**config.mk**
```make
export PLATFORM = sky130hd
export DESIGN_NAME = rs
export DESIGN_NICKNAME = d
export VERILOG_FILES = /design/src/rtl/rs_pkg.sv /design/src/rtl/rs_entry.sv /design/src/rtl/prio_select.sv /design/src/rtl/wb_scheduler.sv /design/src/rtl/rs.sv
export SDC_FILE = /design/constraint.sdc
export NUM_CORES = 1
export LEC_CHECK = 0
export ABC_AREA = 0
export BUFFER_PORTS_ARGS = -buffer_cell sky130_fd_sc_hd__buf_2
export CAP_MARGIN = 10
export CORE_ASPECT_RATIO = 1.1
export CORE_MARGIN = 2
export CORE_UTILIZATION = 40
export CTS_CLUSTER_SIZE = 14
export DETAILED_ROUTE_END_ITERATION = 12
export GPL_TIMING_DRIVEN = 0
export SYNTH_ARGS = -nofsm -noshare
export SYNTH_HDL_FRONTEND = slang
export SYNTH_SLANG_ARGS = --single-unit
```
**constraint.sdc**
```tcl
create_clock -name clk -period 11.6 [get_ports clk]
set_clock_uncertainty 0.2 [all_clocks]
set_input_delay 1.74 -clock clk [delete_from_list [all_inputs] [get_ports clk]]
set_output_delay 1.74 -clock clk [all_outputs]
set_load 0.01 [all_outputs]
```
**src/rtl/rs_pkg.sv**
```systemverilog
// Shared widths, functional-unit codes and execution latencies
// for the issue stage, plus the writeback slot mask function
package rs_pkg;

	// ********************
	// Sizes and widths
	// ********************
	localparam int RS_ENT_NUM = 8;
	localparam int RS_IDX_W = 3;
	localparam int PRF_IDX_W = 6;
	localparam int ROB_IDX_W = 5;
	// One bit per unresolved branch
	localparam int BR_TAG_W = 4;
	localparam int IR_W = 32;
	localparam int FU_SEL_W = 3;

	// ********************
	// Functional units
	// ********************
	localparam logic [FU_SEL_W-1:0] FU_SEL_ALU = 3'd0;
	localparam logic [FU_SEL_W-1:0] FU_SEL_COND_BRANCH = 3'd1;
	localparam logic [FU_SEL_W-1:0] FU_SEL_UNCOND_BRANCH = 3'd2;
	localparam logic [FU_SEL_W-1:0] FU_SEL_LOAD = 3'd3;
	localparam logic [FU_SEL_W-1:0] FU_SEL_STORE = 3'd4;
	localparam logic [FU_SEL_W-1:0] FU_SEL_MULT = 3'd5;

	// Execution latency in cycles
	localparam int EX_CYCLES_ALU = 1;
	localparam int EX_CYCLES_BRANCH = 1;
	localparam int EX_CYCLES_LOAD = 3;
	localparam int EX_CYCLES_STORE = 1;
	localparam int EX_CYCLES_MULT = 4;
	localparam int EX_CYCLES_MAX = 4;

	// One-hot writeback slot, bit (MAX - latency)
	// Unknown codes give all ones so they only go when the pipe is empty
	function automatic logic [EX_CYCLES_MAX-1:0] wb_slot_mask(
		input logic [FU_SEL_W-1:0] fu_sel
	);
		logic [EX_CYCLES_MAX-1:0] mask;
		int lat;
		mask = '0;
		lat = 0;
		case (fu_sel)
			FU_SEL_ALU: lat = EX_CYCLES_ALU;
			FU_SEL_COND_BRANCH, FU_SEL_UNCOND_BRANCH: lat = EX_CYCLES_BRANCH;
			FU_SEL_LOAD: lat = EX_CYCLES_LOAD;
			FU_SEL_STORE: lat = EX_CYCLES_STORE;
			FU_SEL_MULT: lat = EX_CYCLES_MULT;
			default: lat = 0;
		endcase
		if (lat == 0)
			mask = '1;
		else
			mask[EX_CYCLES_MAX - lat] = 1'b1;
		return mask;
	endfunction

endpackage

```
**src/rtl/rs_entry.sv**
```systemverilog
`timescale 1ns/1ns
// Single reservation station entry: tags, payload, operand ready bits
// and branch mask, with CDB wakeup and branch squash
module rs_entry
	import rs_pkg::*;
(
	input  logic                 clk,
	input  logic                 rst,

	// Dispatch fields
	input  logic [PRF_IDX_W-1:0] dest_tag_i,
	input  logic [PRF_IDX_W-1:0] opa_tag_i,
	input  logic [PRF_IDX_W-1:0] opb_tag_i,
	input  logic                 opa_rdy_i,
	input  logic                 opb_rdy_i,
	input  logic [FU_SEL_W-1:0]  fu_sel_i,
	input  logic [IR_W-1:0]      ir_i,
	input  logic [ROB_IDX_W-1:0] rob_idx_i,
	input  logic [BR_TAG_W-1:0]  br_mask_i,

	// Broadcast and control
	input  logic [PRF_IDX_W-1:0] cdb_tag_i,
	input  logic                 cdb_vld_i,
	input  logic                 load_i,
	input  logic                 iss_en_i,
	input  logic                 br_recovery_i,
	input  logic [BR_TAG_W-1:0]  br_fix_i,

	output logic                 avail_o,
	output logic                 rdy_o,
	output logic [PRF_IDX_W-1:0] opa_tag_o,
	output logic [PRF_IDX_W-1:0] opb_tag_o,
	output logic [PRF_IDX_W-1:0] dest_tag_o,
	output logic [FU_SEL_W-1:0]  fu_sel_o,
	output logic [IR_W-1:0]      ir_o,
	output logic [ROB_IDX_W-1:0] rob_idx_o
);

	logic                 vld_r;
	logic                 opa_rdy_r;
	logic                 opb_rdy_r;
	logic [BR_TAG_W-1:0]  br_mask_r;
	logic                 opa_wake_in;
	logic                 opb_wake_in;
	logic                 opa_wake;
	logic                 opb_wake;
	logic                 squash;

	// CDB hit on the incoming tags, same cycle as dispatch
	assign opa_wake_in = cdb_vld_i & (cdb_tag_i == opa_tag_i);
	assign opb_wake_in = cdb_vld_i & (cdb_tag_i == opb_tag_i);

	// CDB hit on the stored tags while waiting
	assign opa_wake = cdb_vld_i & (cdb_tag_i == opa_tag_o);
	assign opb_wake = cdb_vld_i & (cdb_tag_i == opb_tag_o);

	// Entry depends on a mispredicted branch
	assign squash = br_recovery_i & (|(br_mask_r & br_fix_i));

	// ********************
	// Control state
	// ********************
	always_ff @(posedge clk) begin
		if (rst) begin
			vld_r <= 1'b0;
			opa_rdy_r <= 1'b0;
			opb_rdy_r <= 1'b0;
		end else if (load_i) begin
			vld_r <= 1'b1;
			opa_rdy_r <= opa_rdy_i | opa_wake_in;
			opb_rdy_r <= opb_rdy_i | opb_wake_in;
		end else if (iss_en_i | squash) begin
			vld_r <= 1'b0;
			opa_rdy_r <= 1'b0;
			opb_rdy_r <= 1'b0;
		end else if (vld_r) begin
			if (opa_wake)
				opa_rdy_r <= 1'b1;
			if (opb_wake)
				opb_rdy_r <= 1'b1;
		end
	end

	// Payload, captured on load only
	always_ff @(posedge clk) begin
		if (load_i) begin
			dest_tag_o <= dest_tag_i;
			opa_tag_o <= opa_tag_i;
			opb_tag_o <= opb_tag_i;
			fu_sel_o <= fu_sel_i;
			ir_o <= ir_i;
			rob_idx_o <= rob_idx_i;
			br_mask_r <= br_mask_i;
		end
	end

	assign avail_o = ~vld_r;
	assign rdy_o = vld_r & opa_rdy_r & opb_rdy_r;

endmodule

```
**src/rtl/prio_select.sv**
```systemverilog
`timescale 1ns/1ns
// Lowest-index priority selector with one-hot grant and binary index
module prio_select
	import rs_pkg::*;
#(
	parameter int NUM_BITS = RS_ENT_NUM,
	localparam int IDX_W = (NUM_BITS > 1) ? $clog2(NUM_BITS) : 1
) (
	input  logic [NUM_BITS-1:0] req_i,
	input  logic                en_i,

	output logic [NUM_BITS-1:0] gnt_o,
	output logic [IDX_W-1:0]    idx_o,
	output logic                any_o
);

	// Walk from the top down so the lowest set request wins.
	// Grant and index come from the same loop and always agree
	always_comb begin
		gnt_o = '0;
		idx_o = '0;
		if (en_i) begin
			for (int i = NUM_BITS - 1; i >= 0; i--) begin
				if (req_i[i]) begin
					gnt_o = '0;
					gnt_o[i] = 1'b1;
					idx_o = IDX_W'(i);
				end
			end
		end
	end

	// High whenever a grant is made
	assign any_o = en_i & (|req_i);

endmodule

```
**src/rtl/wb_scheduler.sv**
```systemverilog
`timescale 1ns/1ns
// Completion-slot register and per-entry writeback conflict check
module wb_scheduler
	import rs_pkg::*;
(
	input  logic                               clk,
	input  logic                               rst,

	// Unit code of every entry
	input  logic [RS_ENT_NUM-1:0][FU_SEL_W-1:0] fu_sel_vec_i,
	input  logic                               iss_vld_i,
	input  logic [RS_IDX_W-1:0]                iss_idx_i,

	output logic [RS_ENT_NUM-1:0]              allow_vec_o
);

	// Bit k set: a writeback is pending, shifting toward the top each cycle
	logic [EX_CYCLES_MAX-1:0]                  sched_r;
	logic [EX_CYCLES_MAX-1:0]                  sched_nxt;
	logic [RS_ENT_NUM-1:0][EX_CYCLES_MAX-1:0]  slot_vec;

	// ********************
	// Conflict check
	// ********************
	// Entry mask bit k lines up with register bit k-1, which is where
	// the register will sit after the next shift
	always_comb begin
		for (int i = 0; i < RS_ENT_NUM; i++) begin
			slot_vec[i] = wb_slot_mask(fu_sel_vec_i[i]);
			allow_vec_o[i] = ~(|((slot_vec[i] >> 1) & sched_r));
		end
	end

	// ********************
	// Slot register
	// ********************
	always_comb begin
		sched_nxt = {sched_r[EX_CYCLES_MAX-2:0], 1'b0};
		if (iss_vld_i)
			sched_nxt = sched_nxt | slot_vec[iss_idx_i];
	end

	always_ff @(posedge clk) begin
		if (rst)
			sched_r <= '0;
		else
			sched_r <= sched_nxt;
	end

endmodule

```
**src/rtl/rs.sv**
```systemverilog
`timescale 1ns/1ns
// Reservation station top: eight entries, dispatch and issue selectors,
// writeback scheduler, issue mux and full flag
module rs
	import rs_pkg::*;
(
	input  logic                 clk,
	input  logic                 rst,

	// From rename
	input  logic [PRF_IDX_W-1:0] dest_tag_i,
	input  logic [PRF_IDX_W-1:0] opa_tag_i,
	input  logic [PRF_IDX_W-1:0] opb_tag_i,
	input  logic                 opa_rdy_i,
	input  logic                 opb_rdy_i,

	// From decode
	input  logic                 inst_vld_i,
	input  logic [FU_SEL_W-1:0]  fu_sel_i,
	input  logic [IR_W-1:0]      ir_i,
	input  logic [BR_TAG_W-1:0]  br_mask_i,
	input  logic [ROB_IDX_W-1:0] rob_idx_i,

	// Broadcast
	input  logic [PRF_IDX_W-1:0] cdb_tag_i,
	input  logic                 cdb_vld_i,
	input  logic                 stall_dp_i,
	input  logic                 br_recovery_i,
	input  logic [BR_TAG_W-1:0]  br_fix_i,

	// Issue to the functional units
	output logic                 iss_vld_o,
	output logic [PRF_IDX_W-1:0] iss_opa_tag_o,
	output logic [PRF_IDX_W-1:0] iss_opb_tag_o,
	output logic [PRF_IDX_W-1:0] iss_dest_tag_o,
	output logic [FU_SEL_W-1:0]  iss_fu_sel_o,
	output logic [ROB_IDX_W-1:0] iss_rob_idx_o,
	output logic [IR_W-1:0]      iss_ir_o,

	output logic                 full_o
);

	logic                                   dp_en;
	logic [RS_ENT_NUM-1:0]                  avail_vec;
	logic [RS_ENT_NUM-1:0]                  load_vec;
	logic [RS_ENT_NUM-1:0]                  rdy_vec;
	logic [RS_ENT_NUM-1:0]                  allow_vec;
	logic [RS_ENT_NUM-1:0]                  sched_rdy_vec;
	logic [RS_ENT_NUM-1:0]                  iss_vec;
	logic [RS_IDX_W-1:0]                    iss_idx;

	logic [RS_ENT_NUM-1:0][PRF_IDX_W-1:0]   opa_tag_vec;
	logic [RS_ENT_NUM-1:0][PRF_IDX_W-1:0]   opb_tag_vec;
	logic [RS_ENT_NUM-1:0][PRF_IDX_W-1:0]   dest_tag_vec;
	logic [RS_ENT_NUM-1:0][FU_SEL_W-1:0]    fu_sel_vec;
	logic [RS_ENT_NUM-1:0][IR_W-1:0]        ir_vec;
	logic [RS_ENT_NUM-1:0][ROB_IDX_W-1:0]   rob_idx_vec;

	// ********************
	// Entries
	// ********************
	for (genvar i = 0; i < RS_ENT_NUM; i++) begin : g_ent
		rs_entry u_ent (
			.clk           (clk),
			.rst           (rst),
			.dest_tag_i    (dest_tag_i),
			.opa_tag_i     (opa_tag_i),
			.opb_tag_i     (opb_tag_i),
			.opa_rdy_i     (opa_rdy_i),
			.opb_rdy_i     (opb_rdy_i),
			.fu_sel_i      (fu_sel_i),
			.ir_i          (ir_i),
			.rob_idx_i     (rob_idx_i),
			.br_mask_i     (br_mask_i),
			.cdb_tag_i     (cdb_tag_i),
			.cdb_vld_i     (cdb_vld_i),
			.load_i        (load_vec[i]),
			.iss_en_i      (iss_vec[i]),
			.br_recovery_i (br_recovery_i),
			.br_fix_i      (br_fix_i),
			.avail_o       (avail_vec[i]),
			.rdy_o         (rdy_vec[i]),
			.opa_tag_o     (opa_tag_vec[i]),
			.opb_tag_o     (opb_tag_vec[i]),
			.dest_tag_o    (dest_tag_vec[i]),
			.fu_sel_o      (fu_sel_vec[i]),
			.ir_o          (ir_vec[i]),
			.rob_idx_o     (rob_idx_vec[i])
		);
	end

	// ********************
	// Dispatch
	// ********************
	// No dispatch on stall or in a recovery cycle
	assign dp_en = inst_vld_i & ~stall_dp_i & ~br_recovery_i;

	// Lowest free entry takes the instruction
	prio_select #(
		.NUM_BITS (RS_ENT_NUM)
	) u_dp_sel (
		.req_i (avail_vec),
		.en_i  (dp_en),
		.gnt_o (load_vec),
		.idx_o (),
		.any_o ()
	);

	assign full_o = ~(|avail_vec);

	// ********************
	// Issue
	// ********************
	wb_scheduler u_wb_sched (
		.clk          (clk),
		.rst          (rst),
		.fu_sel_vec_i (fu_sel_vec),
		.iss_vld_i    (iss_vld_o),
		.iss_idx_i    (iss_idx),
		.allow_vec_o  (allow_vec)
	);

	// Ready and no writeback collision
	assign sched_rdy_vec = rdy_vec & allow_vec;

	prio_select #(
		.NUM_BITS (RS_ENT_NUM)
	) u_iss_sel (
		.req_i (sched_rdy_vec),
		.en_i  (1'b1),
		.gnt_o (iss_vec),
		.idx_o (iss_idx),
		.any_o (iss_vld_o)
	);

	// Issue mux, fields are only meaningful with iss_vld_o
	assign iss_opa_tag_o = opa_tag_vec[iss_idx];
	assign iss_opb_tag_o = opb_tag_vec[iss_idx];
	assign iss_dest_tag_o = dest_tag_vec[iss_idx];
	assign iss_fu_sel_o = fu_sel_vec[iss_idx];
	assign iss_rob_idx_o = rob_idx_vec[iss_idx];
	assign iss_ir_o = ir_vec[iss_idx];

endmodule

```
==> impl_metrics.json <==
{
  "nets": 1900,
  "drv_slew": 0,
  "dieArea_mm2": 0.05819,
  "hold_depth": 4,
  "synth_ff_type": "edfxtp_1",
  "p_seq_frac": 0.533,
  "grt_max_degree": 40,
  "htree_levels": 2,
  "dp_hpwl_um": 48570,
  "cp_max_fo": 10,
  "tightest_slew_ps": 1091,
  "die_x_um": 230.2,
  "worstReg2RegStart": "g_ent[0].u_ent.fu_sel_o[1]$_DFFE_PP_",
  "cp.required_ps": 9660,
  "drt_iter0_drc": 1790,
  "wire_per_inst_um": 27.31,
  "critical_path.endpoint_type": "output pin",
  "min_period_over_period": 0.6027,
  "worstPathArrival_ps": 5050,
  "combPwrFrac": 0.028,
  "p_sw_uw": 794.3,
  "postCtsSetupBuffers": 0,
  "clk_pin_slew_ps": 60,
  "peakVddDrop_mv": 0.1144,
  "root_buffer": "clkbuf_16",
  "drv_cap": 0,
  "cts-resized-gates": 0,
  "gp_congestion": 0.9520,
  "port_buffers": 126,
  "worstSkewPairLatency_ps": 610,
  "crit_path_start_kind": "flip-flop",
  "seq_area_mm2": 0.01543,
  "post-route-drc-count": 0,
  "power.density_mw_per_mm2": 148.0,
  "synth_nets": 1687,
  "min_to": "g_ent[0].u_ent.opa_rdy_r$_SDFFE_PP0P_",
  "setup_tns_ps": 0,
  "grt_remaining_overflow": 0,
  "synth_area_mm2": 0.02251,
  "vias": 15390,
  "cts_tree": "built",
  "grt_usage": 0.2404,
  "hold_buffers": 0,
  "netSwitchingFraction": 0.2038,
  "numCtsBuffers": 52,
  "async_reset_ff_frac": 0,
  "p_int_uw": 3104,
  "worstReg2RegEnd": "u_wb_sched.sched_r[1]$_SDFF_PP0_",
  "power_uw": 3898,
  "finalHoldViolCount": 0,
  "leakagePower_uw": 0.009388,
  "boundaryPins": 140,
  "dr.pass1.iters": 7,
  "r2r_slack_ps": 7630,
  "syn_inst": 1600,
  "worstHoldStart": "g_ent[0].u_ent.opa_rdy_r$_SDFFE_PP0P_",
  "areaGrowthSynthToFinish_pct": 16.96,
  "path_class": "flip-flop to output pin",
  "period_minus_slack_ps": 6991,
  "multi_input_area_mm2": 0.006499,
  "wirelength_um": 71020,
  "die_h_um": 252.8,
  "drive_gt1_frac": 0.1671,
  "cts_max_path_buffers": 3,
  "cp_slowest_stage_delay_ps": 700,
  "syn_area_per_cell_um2": 14.07,
  "synth_warnings": 0,
  "synth.distinct_cells": 63,
  "power_frac_clock": 0.439,
  "antenna_found_initial": 10,
  "slowest_stage": "nor4_1",
  "seq_area_frac_synth": 0.6857,
  "ys_ff_latch": 523,
  "finish.utilization": 0.4709,
  "cts.sinks": 523,
  "rr_worst_depth": 10,
  "slew_headroom": 0.2680,
  "rows": 91,
  "hp-class": "flip-flop to flip-flop",
  "status": "complete, no violations",
  "grt_pass1_vias": 14870,
  "crit_top_cell": "buf_2",
  "cp_cell_sequence": "o21a_1, ha_1, o21ai_0, nand4_1, a221o_1, o211a_1, o21ai_1, buf_2, clkbuf_1, and3_1, a211oi_1, nor4_1, buf_2",
  "synth_edf_count": 496,
  "fmax_ghz": 0.1430,
  "rsz0062_at_grt": "no",
  "initial_utilization": 0.4027,
  "setup-violations-final": 0,
  "nFillCells": 4890,
  "grt_pass1_wl_um": 101800,
  "antenna_left": 0,
  "vias_per_cell": 5.917,
  "core_area_mm2": 0.05590
}
-- power by group through the flow --
stage | combinational, uW | clock, uW | sequential (uW)
finish | 109 | 1710 | 2080
detailed placement | 108 | 0 | 2120
global placement | 105 | 0 | 2120
floorplan | 46.8 | 0 | 2120
global route | 118 | 1800 | 2080
CTS | 109 | 1730 | 2080
-- cells in the mapped netlist (5+ instances only) --
| master | n | area share |
|---|---|---|
| a2bb2oi_1 | 6 | 0.0023 |
| clkbuf_2 | 5 | 0.0011 |
| and3_1 | 231 | 0.064 |
| buf_2 | 45 | 0.010 |
| nor2_1 | 54 | 0.0090 |
| inv_1 | 11 | 0.0018 |
| a22oi_1 | 14 | 0.0047 |
| o21ai_0 | 13 | 0.0029 |
| nand4_1 | 6 | 0.0017 |
| nand2_1 | 35 | 0.0058 |
| o21a_1 | 7 | 0.0023 |
| nand3_1 | 7 | 0.0016 |
| dfxtp_1 | 27 | 0.024 |
| xnor2_1 | 51 | 0.020 |
| ha_1 | 7 | 0.0039 |
| edfxtp_1 | 496 | 0.66 |
| nor4_1 | 75 | 0.021 |
| buf_1 | 6 | 0.0010 |
| a211oi_1 | 236 | 0.079 |
| a21oi_1 | 30 | 0.0067 |
| or3_1 | 8 | 0.0022 |
| xor2_1 | 63 | 0.025 |
| clkbuf_1 | 61 | 0.010 |
| a41oi_1 | 16 | 0.0062 |
| nor3_1 | 6 | 0.0013 |
| buf_4 | 6 | 0.0020 |
-- worst max-delay path by stage --
| stage | from | end | slack (ps) | depth (start not counted) |
|---|---|---|---|---|
| after floorplan | br_recovery_i | g_ent[5].u_ent.opa_rdy_r$_SDFFE_PP0P_ | 2910 | 7 |
| after global placement | br_recovery_i | g_ent[5].u_ent.opb_rdy_r$_SDFFE_PP0P_ | -3620 | 7 |
| after detailed placement | g_ent[3].u_ent.fu_sel_o[1]$_DFFE_PP_ | iss_dest_tag_o[0] | 5330 | 12 |
| after CTS | g_ent[4].u_ent.fu_sel_o[2]$_DFFE_PP_ | iss_ir_o[11] | 4690 | 13 |
| after global routing | g_ent[3].u_ent.fu_sel_o[1]$_DFFE_PP_ | iss_opb_tag_o[4] | 4440 | 13 |
| final | g_ent[7].u_ent.fu_sel_o[2]$_DFFE_PP_ | iss_dest_tag_o[0] | 4610 | 13 |
-- layout by cell type (no fill, tap or decap), types with 7 or more instances in the layout --
cell type	instances
a41oi_1	16
and3_1	231
clkinv_1	8
o21a_1	7
dfxtp_1	27
xor2_1	63
nand2_1	35
buf_6	24
a21oi_1	30
nand3_1	7
nor4_1	75
ha_1	7
or3_1	8
o21ai_0	13
clkbuf_1	75
a22oi_1	14
xnor2_1	51
nor2_1	51
edfxtp_1	496
bufinv_16	7
clkbuf_16	53
buf_2	171
inv_1	9
a211oi_1	236
-- critical path, delay by kind of cell, from the launching register on --
family / cells / cell delay (ps)
AO/OA/AOI/OAI: 6 / 1300
AND/OR/NAND/NOR: 3 / 1180
adder cells (fa/ha/maj): 1 / 260
buffers and inverters: 3 / 1190
flip-flops: 1 / 530
-- registers in the layout, indices dropped and copies added, names as in the netlist --
| signal | flops |
|---|---|
| u_wb_sched.sched_r | 3 |
| g_ent.u_ent.opb_tag_o | 48 |
| g_ent.u_ent.br_mask_r | 32 |
| g_ent.u_ent.opa_rdy_r | 8 |
| g_ent.u_ent.fu_sel_o | 24 |
| g_ent.u_ent.rob_idx_o | 40 |
| g_ent.u_ent.vld_r | 8 |
| g_ent.u_ent.dest_tag_o | 48 |
| g_ent.u_ent.ir_o | 256 |
| g_ent.u_ent.opa_tag_o | 48 |
| g_ent.u_ent.opb_rdy_r | 8 |
-- per-stage QoR --
stage	instance area [um2]	hold slack, ps	setup WS [ps]	instances
global route	26330	459.3	4436	2600
global placement	24070	375.6	-3622	2470
finish	26330	422.0	4609	2601
detailed placement	24610	399.8	5333	2503
floorplan	22510	315.1	2912	1600
CTS	26320	411.6	4687	2599
-- kinds of logic (layout without fill, tap and decap cells) --
| family | count (synthesis) | count (layout) | share of synthesized area |
|---|---|---|---|
| multiplexers | 6 | 6 | 0.002835 |
| other | 1 | 3 | 0.0001666 |
| AND/OR/NAND/NOR | 444 | 444 | 0.1144 |
| adder cells (fa/ha/maj) | 7 | 7 | 0.003891 |
| XOR/XNOR | 114 | 114 | 0.04436 |
| buffers and inverters | 137 | 392 | 0.02729 |
| flip-flops | 523 | 523 | 0.6857 |
| AO/OA/AOI/OAI | 368 | 368 | 0.1213 |
-- per-layer routing --
layer	wire length, um	GRT usage	vias up
met5	83	0	-
met4	2389	0.08350	14
met3	4855	0.04088	137
met2	34020	0.3984	626
met1	29680	0.3206	7766
li1	-	-	6846
-- final cells by class --
cell class	count	share of cell area
Sequential cell	523	0.5863
Clock inverter	29	0.01278
Tap cell	744	0.03536
Antenna cell	2	0.0001901
Clock buffer	67	0.05237
Timing Repair Buffer	159	0.04268
Buffer	125	0.02162
Multi-Input combinational cell	940	0.2468
Inverter	12	0.001901
No activity file was read; power rests on OpenSTA's default activity.
